--- src/common/display_pkg.sv ---
// ##################################################
// Display package: 640x480 raster constants, colour
// and sync types, test patterns and TMDS control codes
// ##################################################

`default_nettype none

package display_pkg;

    // Channel and coordinate widths
    localparam int bpc       = 5;   // System bits per colour channel
    localparam int bpc_board = 8;   // Encoded bits per channel
    localparam int cordw     = 16;  // Signed screen coordinate
    localparam int sym_w     = 10;  // TMDS symbol

    // 640x480 at 25.2 MHz, blanking after the active area
    localparam int h_active = 640;
    localparam int h_front  = 16;
    localparam int h_sync   = 96;
    localparam int h_back   = 48;
    localparam int h_total  = h_active + h_front + h_sync + h_back;  // 800
    localparam int v_active = 480;
    localparam int v_front  = 10;
    localparam int v_sync   = 2;
    localparam int v_back   = 33;
    localparam int v_total  = v_active + v_front + v_sync + v_back;  // 525

    localparam int frame_cycles = h_total * v_total;  // Clocks per frame
    localparam int pix_lat      = 2;                  // Counters to symbols

    // Stitch grid and colour squares share one pitch
    localparam int stitch_size  = 16;
    localparam int stitch_shift = $clog2(stitch_size);

    typedef struct packed {
        logic [bpc-1:0] r;
        logic [bpc-1:0] g;
        logic [bpc-1:0] b;
    } rgb_t;

    typedef struct packed {
        logic hsync;  // Active low
        logic vsync;  // Active low
        logic de;
    } sync_t;

    localparam sync_t sync_idle = '{hsync: 1'b1, vsync: 1'b1, de: 1'b0};  // Blanking, no pulse

    typedef enum logic {
        pat_squares = 1'b0,  // Colour from square indices
        pat_stitch  = 1'b1   // Hitomezashi lines
    } pattern_e;

    // Bit k sets whether the dashes on stitch line k start on or off
    localparam logic [31:0] stitch_row_bits = 32'h5a3c_96e1;
    localparam logic [31:0] stitch_col_bits = 32'hc36d_2b94;

    localparam rgb_t stitch_fg = '{r: 5'h1f, g: 5'h1f, b: 5'h1f};  // White
    localparam rgb_t stitch_bg = '{r: 5'h00, g: 5'h00, b: 5'h10};  // Navy

    // TMDS control symbols, indexed by {c1, c0}
    localparam logic [sym_w-1:0] ctrl_00 = 10'b1101010100;
    localparam logic [sym_w-1:0] ctrl_01 = 10'b0010101011;
    localparam logic [sym_w-1:0] ctrl_10 = 10'b0101010100;
    localparam logic [sym_w-1:0] ctrl_11 = 10'b1010101011;

endpackage

`default_nettype wire

--- src/logic/display_timing.sv ---
// ##################################################
// Raster timing for 640x480: screen counters, sync,
// data enable and the frame start pulse
// ##################################################

`timescale 1ns/10ps
`default_nettype none

module display_timing (
    input  wire                                  clk,
    input  wire                                  rst_n,
    output logic signed [display_pkg::cordw-1:0] sx,     // Horizontal position
    output logic signed [display_pkg::cordw-1:0] sy,     // Vertical position
    output display_pkg::sync_t                   sync,   // Aligned with sx, sy
    output logic                                 frame   // High at sx 0, sy 0
);

    import display_pkg::*;

    logic signed [cordw-1:0] sx_nxt;
    logic signed [cordw-1:0] sy_nxt;
    logic                    line_end;
    logic                    frame_end;
    sync_t                   sync_nxt;
    logic                    frame_nxt;

    // Next position, wrapping at the raster totals
    always_comb begin
        line_end  = (sx == cordw'(h_total - 1));
        frame_end = (sy == cordw'(v_total - 1));
        sx_nxt    = line_end ? '0 : sx + cordw'(1);
        sy_nxt    = sy;
        if (line_end) begin
            sy_nxt = frame_end ? '0 : sy + cordw'(1);  // Advance one line
        end
    end

    // Decode the windows from the next position so outputs stay aligned
    always_comb begin
        sync_nxt.hsync = !((sx_nxt >= h_active + h_front)
                        && (sx_nxt < h_active + h_front + h_sync));  // Negative pulse
        sync_nxt.vsync = !((sy_nxt >= v_active + v_front)
                        && (sy_nxt < v_active + v_front + v_sync));
        sync_nxt.de    = (sx_nxt < h_active) && (sy_nxt < v_active);
        frame_nxt      = (sx_nxt == 0) && (sy_nxt == 0);
    end

    always_ff @(posedge clk) begin
        if (!rst_n) begin
            // Park on the last pixel, first step out of reset lands on 0,0
            sx    <= cordw'(h_total - 1);
            sy    <= cordw'(v_total - 1);
            sync  <= sync_idle;
            frame <= 1'b0;
        end else begin
            sx    <= sx_nxt;
            sy    <= sy_nxt;
            sync  <= sync_nxt;
            frame <= frame_nxt;  // One cycle per frame
        end
    end

    // Line counter wraps before the total
    sx_in_range: assert property (@(posedge clk) disable iff (!rst_n)
        sx < h_total);

endmodule

`default_nettype wire

--- src/pattern/pattern_gen.sv ---
// ##################################################
// Test pattern generator: colour squares or a stitch
// pattern, selection taken on the frame pulse
// ##################################################

`timescale 1ns/10ps
`default_nettype none

module pattern_gen (
    input  wire                                       clk,
    input  wire                                       rst_n,
    input  wire logic signed [display_pkg::cordw-1:0] sx,
    input  wire logic signed [display_pkg::cordw-1:0] sy,
    input  wire display_pkg::sync_t                   sync_in,
    input  wire                                       frame,
    input  wire display_pkg::pattern_e                pattern_sel,  // Level, sampled per frame
    output display_pkg::rgb_t                         pix,
    output display_pkg::sync_t                        sync_out,     // Delayed to match pix
    output logic                                      frame_out
);

    import display_pkg::*;

    pattern_e       pat_q;    // Mode of the frame in progress
    pattern_e       pat_cur;
    logic [bpc-1:0] tile_x;   // Square index, also the stitch line index
    logic [bpc-1:0] tile_y;
    logic           on_col;
    logic           on_row;
    rgb_t           pix_nxt;

    always_comb begin
        pat_cur = frame ? pattern_sel : pat_q;  // Pixel 0,0 already uses the new mode
        tile_x  = sx[stitch_shift +: bpc];      // sx/16 mod 32
        tile_y  = sy[stitch_shift +: bpc];

        // Vertical stitch on a grid column, dashes toggle with the row
        on_col = (sx[stitch_shift-1:0] == '0) && (stitch_col_bits[tile_x] ^ tile_y[0]);
        // Horizontal stitch, same rule on the other axis
        on_row = (sy[stitch_shift-1:0] == '0) && (stitch_row_bits[tile_y] ^ tile_x[0]);

        case (pat_cur)
            pat_squares: begin
                pix_nxt.r = tile_x;
                pix_nxt.g = tile_y;
                pix_nxt.b = tile_x + tile_y;  // Wraps at 32
            end
            default: begin
                pix_nxt = (on_col || on_row) ? stitch_fg : stitch_bg;
            end
        endcase

        if (!sync_in.de) begin
            pix_nxt = '0;  // Black in blanking
        end
    end

    always_ff @(posedge clk) begin
        if (!rst_n) begin
            pat_q     <= pat_squares;
            sync_out  <= sync_idle;
            frame_out <= 1'b0;
        end else begin
            if (frame) begin
                pat_q <= pattern_sel;  // Hold for the rest of the frame
            end
            sync_out  <= sync_in;
            frame_out <= frame;
        end
    end

    always_ff @(posedge clk) begin
        pix <= pix_nxt;  // Colour register
    end

endmodule

`default_nettype wire

--- src/encode/tmds_encoder.sv ---
// ##################################################
// TMDS 8b/10b encoder for one DVI channel, with
// running disparity and control symbols in blanking
// ##################################################

`timescale 1ns/10ps
`default_nettype none

module tmds_encoder (
    input  wire                                 clk,
    input  wire                                 rst_n,
    input  wire  [display_pkg::bpc_board-1:0]   din,   // Pixel data
    input  wire  [1:0]                          ctrl,  // {c1, c0}
    input  wire                                 de,
    output logic [display_pkg::sym_w-1:0]       sym
);

    import display_pkg::*;

    logic [3:0]        n1_d;      // Ones in din
    logic [3:0]        n1_q;      // Ones in q_m[7:0]
    logic              use_xnor;
    logic [8:0]        q_m;       // Transition minimised word
    logic signed [5:0] bal;       // Ones minus zeros of q_m[7:0]
    logic signed [5:0] disp_q;    // Running disparity
    logic signed [5:0] disp_nxt;
    logic [sym_w-1:0]  sym_nxt;
    logic [sym_w-1:0]  ctrl_sym;

    // Stage 1: XOR or XNOR chain, whichever gives fewer transitions
    always_comb begin
        n1_d = '0;
        for (int i = 0; i < 8; i++) begin
            n1_d = n1_d + 4'(din[i]);
        end
        use_xnor = (n1_d > 4'd4) || ((n1_d == 4'd4) && !din[0]);

        q_m[0] = din[0];
        for (int i = 1; i < 8; i++) begin
            q_m[i] = use_xnor ? ~(q_m[i-1] ^ din[i]) : (q_m[i-1] ^ din[i]);
        end
        q_m[8] = !use_xnor;  // 1 marks XOR

        n1_q = '0;
        for (int i = 0; i < 8; i++) begin
            n1_q = n1_q + 4'(q_m[i]);
        end
        bal = $signed({1'b0, n1_q, 1'b0}) - 6'sd8;  // 2*n1 - 8
    end

    // Stage 2: DC balance, invert the data bits when it pulls towards zero
    always_comb begin
        if ((disp_q == 0) || (bal == 0)) begin
            sym_nxt  = {~q_m[8], q_m[8], q_m[8] ? q_m[7:0] : ~q_m[7:0]};
            disp_nxt = q_m[8] ? disp_q + bal : disp_q - bal;
        end else if (((disp_q > 0) && (bal > 0)) || ((disp_q < 0) && (bal < 0))) begin
            sym_nxt  = {1'b1, q_m[8], ~q_m[7:0]};  // Inverted
            disp_nxt = disp_q + $signed({4'b0000, q_m[8], 1'b0}) - bal;
        end else begin
            sym_nxt  = {1'b0, q_m[8], q_m[7:0]};
            disp_nxt = disp_q - $signed({4'b0000, ~q_m[8], 1'b0}) + bal;
        end
    end

    always_comb begin
        case (ctrl)
            2'b00:   ctrl_sym = ctrl_00;
            2'b01:   ctrl_sym = ctrl_01;
            2'b10:   ctrl_sym = ctrl_10;
            default: ctrl_sym = ctrl_11;
        endcase
    end

    always_ff @(posedge clk) begin
        if (!rst_n || !de) begin
            sym    <= ctrl_sym;  // Blanking sends control
            disp_q <= '0;        // Balance restarts every active period
        end else begin
            sym    <= sym_nxt;
            disp_q <= disp_nxt;
        end
    end

    // Balance bound holds over any run of data symbols
    disp_bounded: assert property (@(posedge clk) disable iff (!rst_n)
        (disp_q >= -10) && (disp_q <= 10));

endmodule

`default_nettype wire

--- src/encode/dvi_encoder.sv ---
// ##################################################
// DVI encoder: widens 5-bit colour to 8 bits and
// TMDS-encodes blue, green and red
// ##################################################

`timescale 1ns/10ps
`default_nettype none

module dvi_encoder (
    input  wire                             clk,
    input  wire                             rst_n,
    input  wire display_pkg::rgb_t          pix,
    input  wire display_pkg::sync_t         sync,
    input  wire                             frame,      // Pulse from pattern stage
    output logic [display_pkg::sym_w-1:0]   sym_ch0,    // Blue, carries sync
    output logic [display_pkg::sym_w-1:0]   sym_ch1,    // Green
    output logic [display_pkg::sym_w-1:0]   sym_ch2,    // Red
    output logic                            frame_out   // Aligned with the symbols
);

    import display_pkg::*;

    logic [bpc_board-1:0] board_r;
    logic [bpc_board-1:0] board_g;
    logic [bpc_board-1:0] board_b;

    // Top bits repeated below so full scale maps to full scale
    assign board_r = {pix.r, pix.r[bpc-1 -: bpc_board-bpc]};
    assign board_g = {pix.g, pix.g[bpc-1 -: bpc_board-bpc]};
    assign board_b = {pix.b, pix.b[bpc-1 -: bpc_board-bpc]};

    tmds_encoder tmds_ch0 (
        .clk  (clk),
        .rst_n(rst_n),
        .din  (board_b),
        .ctrl ({sync.vsync, sync.hsync}),  // Sync rides on blue
        .de   (sync.de),
        .sym  (sym_ch0)
    );

    tmds_encoder tmds_ch1 (
        .clk  (clk),
        .rst_n(rst_n),
        .din  (board_g),
        .ctrl (2'b00),
        .de   (sync.de),
        .sym  (sym_ch1)
    );

    tmds_encoder tmds_ch2 (
        .clk  (clk),
        .rst_n(rst_n),
        .din  (board_r),
        .ctrl (2'b00),
        .de   (sync.de),
        .sym  (sym_ch2)
    );

    always_ff @(posedge clk) begin
        if (!rst_n) begin
            frame_out <= 1'b0;
        end else begin
            frame_out <= frame;  // Match the encoder register
        end
    end

endmodule

`default_nettype wire

--- src/logic/display_top.sv ---
// ##################################################
// Display pipeline top: raster timing, test pattern
// and DVI encoding down to parallel TMDS symbols
// ##################################################

`timescale 1ns/10ps
`default_nettype none

module display_top (
    input  wire                            clk,          // 25.2 MHz pixel clock
    input  wire                            rst_n,
    input  wire display_pkg::pattern_e     pattern_sel,
    output logic [display_pkg::sym_w-1:0]  sym_ch0,
    output logic [display_pkg::sym_w-1:0]  sym_ch1,
    output logic [display_pkg::sym_w-1:0]  sym_ch2,
    output logic                           frame_out     // Frame pulse at the symbols
);

    import display_pkg::*;

    logic signed [cordw-1:0] sx;
    logic signed [cordw-1:0] sy;
    sync_t                   timing_sync;  // Aligned with the counters
    logic                    frame;
    rgb_t                    pix;
    sync_t                   pix_sync;     // One cycle later, with pix
    logic                    pix_frame;

    display_timing display_timing_inst (
        .clk  (clk),
        .rst_n(rst_n),
        .sx   (sx),
        .sy   (sy),
        .sync (timing_sync),
        .frame(frame)
    );

    pattern_gen pattern_gen_inst (
        .clk        (clk),
        .rst_n      (rst_n),
        .sx         (sx),
        .sy         (sy),
        .sync_in    (timing_sync),
        .frame      (frame),
        .pattern_sel(pattern_sel),
        .pix        (pix),
        .sync_out   (pix_sync),
        .frame_out  (pix_frame)
    );

    dvi_encoder dvi_encoder_inst (
        .clk      (clk),
        .rst_n    (rst_n),
        .pix      (pix),
        .sync     (pix_sync),
        .frame    (pix_frame),
        .sym_ch0  (sym_ch0),
        .sym_ch1  (sym_ch1),
        .sym_ch2  (sym_ch2),
        .frame_out(frame_out)
    );

    // Pixel 0,0 is active, so the frame pulse never lands on a control symbol
    frame_on_data: assert property (@(posedge clk) disable iff (!rst_n)
        frame_out |-> (sym_ch1 != ctrl_00));

endmodule

`default_nettype wire

--- config.mk ---
export PLATFORM = sky130hd
export DESIGN_NAME = display_top
export DESIGN_NICKNAME = d
export VERILOG_FILES = /design/src/common/display_pkg.sv /design/src/logic/display_timing.sv /design/src/pattern/pattern_gen.sv /design/src/encode/tmds_encoder.sv /design/src/encode/dvi_encoder.sv /design/src/logic/display_top.sv
export SDC_FILE = /design/constraint.sdc
export NUM_CORES = 1
export LEC_CHECK = 0
export ABC_AREA = 1
export ABC_CLOCK_PERIOD_IN_PS = 6930
export BUFFER_PORTS_ARGS = -buffer_cell sky130_fd_sc_hd__clkbuf_2
export CAP_MARGIN = 20
export CORE_ASPECT_RATIO = 1.5
export CORE_UTILIZATION = 45
export CTS_BUF_LIST = sky130_fd_sc_hd__clkbuf_2
export DETAILED_ROUTE_END_ITERATION = 10
export GPL_ROUTABILITY_DRIVEN = 0
export PLACE_DENSITY = 0.6
export SLEW_MARGIN = 15
export SYNTH_ARGS = -nofsm -noshare
export SYNTH_HDL_FRONTEND = slang
export SYNTH_SLANG_ARGS = --single-unit
--- constraint.sdc ---
create_clock -name clk -period 6.93 [get_ports clk]
set_input_delay 1.0395 -clock clk [delete_from_list [all_inputs] [get_ports clk]]
set_output_delay 1.0395 -clock clk [all_outputs]
set_load 0.03 [all_outputs]
==> results.yml, run 1 <==
run_status:
  outcome: "finished, final reports clean"
setup_path:
  cp_max_fo: 10
  cp-end-kind: "flip-flop"
  slowest_delay_ps: 690
  timing_worst_setup_path_type: "flip-flop to flip-flop"
  critical_path.slowest_cell: "fa_2"
  critPathLaunchType: "flip-flop"
  crit_arrival_ps: 6920
  crit_required_ps: 7480
timing:
  slew_viol_final: 0
  fmax_mhz: 156.8
  rsz0062_at_grt: "false"
  skew_ps: 21.42
  hold_viol_final: 0
  tightest_slew_ps: 954.4
  setup_ws_ps: 553.7
  post-route-period-util_pct: 92.01
  finalSetupViolCount: 0
  slew_headroom_pct: 36.31
  min_period_ps: 6376
  tns_ps: 0
cts:
  clock_sinks: 104
  cts-buffers-inserted: 9
  clk_latency_ps: 600
  htree_levels: 3
  clockBufferDepth: 2
  ctsHoldBuffers: 0
  path_clk_slew_ps: 290
  post_cts_buffers: 0
  cts_tree: "built"
  clockRootBuffer: "clkbuf_2"
flow_run:
  maxCapViolCount: 0
synth:
  syn_inst: 1176
  synth_edf_count: 0
  syn_nets: 1301
  syn-cell-area_um2: 8622
  dominantRegCellSynth: "dfxtp_1"
  yosys.area.top_type: "dfxtp_1"
  synth_top_family_by_area: "simple AND/OR/NAND/NOR gates"
  ys_seq_elements: 104
  synth_compound_area_share_pct: 11.51
  synth_xor_area_share_pct: 8.896
  synth_top_area_share_pct: 24.15
  synthArstFlopShare_pct: 0
  synthTopCellsByArea: "dfxtp_1, ha_1, nand2_1"
  synth_cell_types: 58
  avgSynthCellArea_um2: 7.332
  synth_warnings: 0
  muxShareOfSynthArea_pct: 0.1161
  synthSimpleGateAreaFrac_pct: 25.16
  synth_adder_area_share_pct: 20.14
  ys_seq_area_share_pct: 24.15
worst_hold_path:
  worstHoldPathType: "flip-flop to flip-flop"
detailed_routing:
  antenna_left: 0
  wl_per_cell_um: 13.32
  drtPass1Iterations: 7
  vias: 7319
  drtIter0Drc: 317
  drc_errors: 0
  vias_per_cell: 4.999
  wirelength_mm: 19.50
layout:
  ff_latch_area_um2: 2082
  area_delta_synth_final_pct: 6.066
  multi_input_area_um2: 5692
  stdcell_count: 1464
  utilization_pct: 49.11
  drive_above_1_share_pct: 9.909
  nNetsFinal: 1331
  fill_cells: 1956
global_routing:
  grt_pass1_vias: 7180
  antenna_found_initial: 1
  grtUsageTotal_pct: 21.25
  grt-ovfl-total: 0
  grt_max_degree: 30
  grt_pass1_wl_mm: 33.10
power_and_ir_drop:
  power_leakage_nw: 4.615
  power_density_nw_per_um2: 378.9
  ir_drop_uv: 215.7
die:
  chipWidth_um: 115.0
  dieArea_um2: 19730
  start_util_pct: 46.30
  die_y_um: 171.5
  io_pins: 34
  core_area_um2: 18620
  num_rows: 61
placement:
  io_buffers: 33
  place_ws_ps: 221.3
  hpwlAfterDp_mm: 15.89
  dp_cells: 1447
==> cells in the mapped netlist, types with 13 or more instances <==
cell type / instances
nand2_1: 245
inv_1: 187
dfxtp_1: 104
ha_1: 94
nor2_1: 84
nand3_1: 59
a21oi_1: 57
o21ai_0: 53
xor2_1: 53
fa_1: 28
xnor2_1: 22
nand4_1: 18
or2_2: 15
nor3_1: 14
o21ai_1: 13
==> state kept, by name, summed over array words and instances, names as in the netlist, named ones only <==
name and cells:
display_timing_inst.sx 16, display_timing_inst.sy 16, pattern_gen_inst.pix 15, dvi_encoder_inst.tmds_ch0.sym 10, dvi_encoder_inst.tmds_ch1.sym 10, dvi_encoder_inst.tmds_ch2.sym 10, dvi_encoder_inst.tmds_ch0.disp_q 5, dvi_encoder_inst.tmds_ch1.disp_q 5
dvi_encoder_inst.tmds_ch2.disp_q 5, display_timing_inst.sync 3, pattern_gen_inst.sync_out 3, display_timing_inst.frame 1, dvi_encoder_inst.frame_out 1, pattern_gen_inst.frame_out 1, pattern_gen_inst.pat_q 1
==> power by group <==
part / switching [W] / internal, W
sequential: 0.0000695 / 0.000663
clock: 0.000218 / 0.0000473
combinational: 0.00149 / 0.000973
total: 0.00178 / 0.00168
==> kinds of logic after synthesis <==
| family | after synthesis |
|---|---|
| AND/OR/NAND/NOR | 476 |
| buffers and inverters | 221 |
| AO/OA/AOI/OAI | 171 |
| adder cells (fa/ha/maj) | 122 |
| flip-flops | 104 |
| XOR/XNOR | 81 |
| multiplexers | 1 |
==> through the flow <==
step                area (um^2)  total power (W)  hold slack [ps]
finish                     9145         0.003465            439.1
global route               9145         0.003903            488.8
CTS                        9126         0.003507            462.6
detailed placement         9035         0.003208            405.0
global placement           9035         0.003213            399.1
floorplan                  8622         0.002674            390.5
==> area by class of cell <==
| cell class | count | area share, % |
|---|---|---|
| Multi-Input combinational cell | 851 | 62.24 |
| Sequential cell | 104 | 22.77 |
| Inverter | 203 | 8.387 |
| Tap cell | 252 | 3.448 |
| Timing Repair Buffer | 37 | 2.134 |
| Clock inverter | 7 | 0.5062 |
| Clock buffer | 9 | 0.4925 |
| Antenna cell | 1 | 0.02736 |
==> worst paths after layout <==
path | start | endpoint | slack, ps | cells after the start
hold reg to reg | pattern_gen_inst.frame_out | dvi_encoder_inst.frame_out | 440 | 2
setup / recovery | pattern_gen_inst.pix[7] | dvi_encoder_inst.tmds_ch1.sym[2] | 550 | 29
hold / removal | pattern_gen_inst.frame_out | dvi_encoder_inst.frame_out | 440 | 2
setup reg to reg | pattern_gen_inst.pix[7] | dvi_encoder_inst.tmds_ch1.sym[2] | 550 | 29
==> worst max-delay path, delay by kind of cell, from the launching register on <==
family	cells	cell delay [ps]
AO/OA/AOI/OAI	2	280
buffers and inverters	8	900
adder cells (fa/ha/maj)	8	2770
XOR/XNOR	1	150
flip-flops	1	440
AND/OR/NAND/NOR	10	1760
==> metal layers <==
metal | global-route usage (%) | vias up | part of all wire [%]
li1 | - | 3830 | -
met1 | 23.73 | 3370 | 43
met2 | 40.15 | 79 | 53
met3 | 2.290 | 40 | 2.0
met4 | 8.978 | 0 | 2.9
met5 | 0 | - | 0
==> layout by cell type (no fill, tap or decap), types with 18 or more instances in the layout <==
| cell | netlist | routed |
|---|---|---|
| xnor2_1 | 22 | 22 |
| clkbuf_2 | 0 | 42 |
| nand4_1 | 18 | 18 |
| o21ai_0 | 53 | 52 |
| xor2_1 | 53 | 53 |
| nand2_1 | 245 | 245 |
| nor2_1 | 84 | 84 |
| a21oi_1 | 57 | 57 |
| inv_1 | 187 | 187 |
| dfxtp_1 | 104 | 104 |
| fa_1 | 28 | 26 |
| nand3_1 | 59 | 59 |
| ha_1 | 94 | 94 |
==> timing repair <==
item                                   CTS  global route
endpoints found under the hold margin    0             0
resized for setup                        0             4
setup endpoints to repair                0            13
Note: power is estimated with default switching activity, not from simulation.
==> run 2, diff against run 1 <==
CORE_ASPECT_RATIO = unset   (was 1.5)
==> run 2 against run 1 <==
Routed wire length down 3.6%. Cell area grew 0.23%. Count of clock-buffer cells in the layout did not move. Critical endpoint is now dvi_encoder_inst.tmds_ch0.disp_q[5]. Largest cell class unchanged. Largest power group unchanged.
==> results.yml, run 2 (synthesized netlist as in run 1, its figures left out) <==
timing:
  hold_viol_final: 0
  post-route-period-util_pct: 92.81
  rsz0062_at_grt: "false"
  tightest_slew_ps: 868.6
  skew_ps: 18.04
  finalSetupViolCount: 0
  slew_viol_final: 0
  tns_ps: 0
  hold_ws_ps: 433.1
  slew_headroom_pct: 41.95
  min_period_ps: 6432
  fmax_mhz: 155.5
placement:
  dp_cells: 1429
  io_buffers: 33
  hpwlAfterDp_mm: 14.89
cts:
  htree_levels: 3
  clk_latency_ps: 630
  post_cts_buffers: 0
  clock_sinks: 104
  clockRootBuffer: "clkbuf_2"
  ctsHoldBuffers: 0
  path_clk_slew_ps: 290
  cts_tree: "built"
  clockBufferDepth: 2
  cts-buffers-inserted: 9
  cts_resized: 0
die:
  die_y_um: 140.4
  start_util_pct: 45.94
  io_pins: 34
  num_rows: 50
  chipWidth_um: 140.4
  core_area_um2: 18770
  dieArea_um2: 19720
detailed_routing:
  wl_per_cell_um: 13.00
  drtIter0Drc: 299
  drtPass1Iterations: 7
  vias_per_cell: 5.010
  drc_errors: 0
  wirelength_mm: 18.80
  antenna_left: 0
  vias: 7244
layout:
  fill_cells: 1898
  reg.largest.list: "display_timing_inst.sx (16), display_timing_inst.sy (16), pattern_gen_inst.pix (15)"
  nNetsFinal: 1331
  final_cell_mix: "nand2_1, inv_1, dfxtp_1"
  mostFrequentLayoutCell: "nand2_1"
  utilization_pct: 48.84
  area_delta_synth_final_pct: 6.313
  stdcell_count: 1446
  drive_above_1_share_pct: 9.827
setup_path:
  cpMostUsedCell: "nand2_1"
  timing_worst_setup_path_type: "flip-flop to flip-flop"
  slowest_delay_ps: 670
  crit_required_ps: 7490
  critical_path.slowest_cell: "fa_2"
  cp-end-kind: "flip-flop"
  cp_top_family: "adder cells"
  cp_max_fo: 7
  crit_arrival_ps: 6990
  critPathLaunchType: "flip-flop"
  crit_buf_inv: 6
flow_run:
  maxCapViolCount: 0
global_routing:
  grt_pass1_wl_mm: 32.39
  antenna_found_initial: 1
  grt_pass1_vias: 6888
  grt_max_degree: 30
  grt-ovfl-total: 0
  grtUsageTotal_pct: 20.27
power_and_ir_drop:
  clkPwrFrac_pct: 9.5
  power_frac_seq_pct: 20.9
  p_switching_w: 0.001761
  ir_drop_uv: 183.4
  power_leakage_nw: 4.639
  swShare_pct: 50.11
  intPower_w: 0.001753
  combPwrFrac_pct: 69.6
  power_density_nw_per_um2: 383.4
  total_power_w: 0.003515
run_status:
  outcome: "finished, final reports clean"
worst_hold_path:
  worstHoldPathType: "flip-flop to flip-flop"
-- run 2: worst register-to-register path, delay by kind of cell, from the launching register on --
kind	cells	cell delay (ps)
AND/OR/NAND/NOR	11	1350
XOR/XNOR	3	460
flip-flops	1	440
AO/OA/AOI/OAI	3	390
adder cells (fa/ha/maj)	9	3190
buffers and inverters	6	480
-- run 2: final cells by class --
class / instances / area, um^2 / area share, %
multi-input combinational: 851 / 5689 / 62.07
sequential: 104 / 2082 / 22.71
inverter: 203 / 767.0 / 8.367
tap: 234 / 292.8 / 3.194
timing repair buffer: 37 / 195.2 / 2.129
clock inverter: 7 / 92.59 / 1.010
clock buffer: 9 / 45.04 / 0.4914
antenna: 1 / 2.502 / 0.02730
-- run 2: through the flow --
stage,instance area [um^2],setup WS [ps]
2_1_floorplan,8622,946.2
3_3_place_gp,9012,440.8
3_5_place_dp,9012,305.2
4_1_cts,9150,217.9
5_1_grt,9166,18.12
6_report,9166,498.1
-- run 2: metal layers --
metal	up-vias	track usage, %	share of wire (%)
li1	3830	-	-
met1	3273	26.46	49
met2	124	34.61	47
met3	17	3.556	3.6
met4	0	4.858	1.3
met5	-	0	0
-- run 2: path summary, 6_finish.rpt --
| path | to | slack [ps] | cells after the start | start |
|---|---|---|---|---|
| worst max-delay path | dvi_encoder_inst.tmds_ch0.disp_q[5] | 500 | 32 | pattern_gen_inst.pix[2] |
| worst min-delay path | pattern_gen_inst.sync_out[1] | 430 | 1 | display_timing_inst.sync[1] |
| worst max register to register | dvi_encoder_inst.tmds_ch0.disp_q[5] | 500 | 32 | pattern_gen_inst.pix[2] |
| worst min register to register | pattern_gen_inst.sync_out[1] | 430 | 1 | display_timing_inst.sync[1] |
-- run 2: power groups by stage --
stage                     clock, W  combinational (W)  sequential [W]
final                     0.000335            0.00244        0.000735
after global placement           0            0.00243        0.000747
after CTS                 0.000352            0.00247        0.000734
after detailed placement         0            0.00246        0.000746
after floorplan                  0            0.00194        0.000739
after global routing      0.000376            0.00282        0.000746
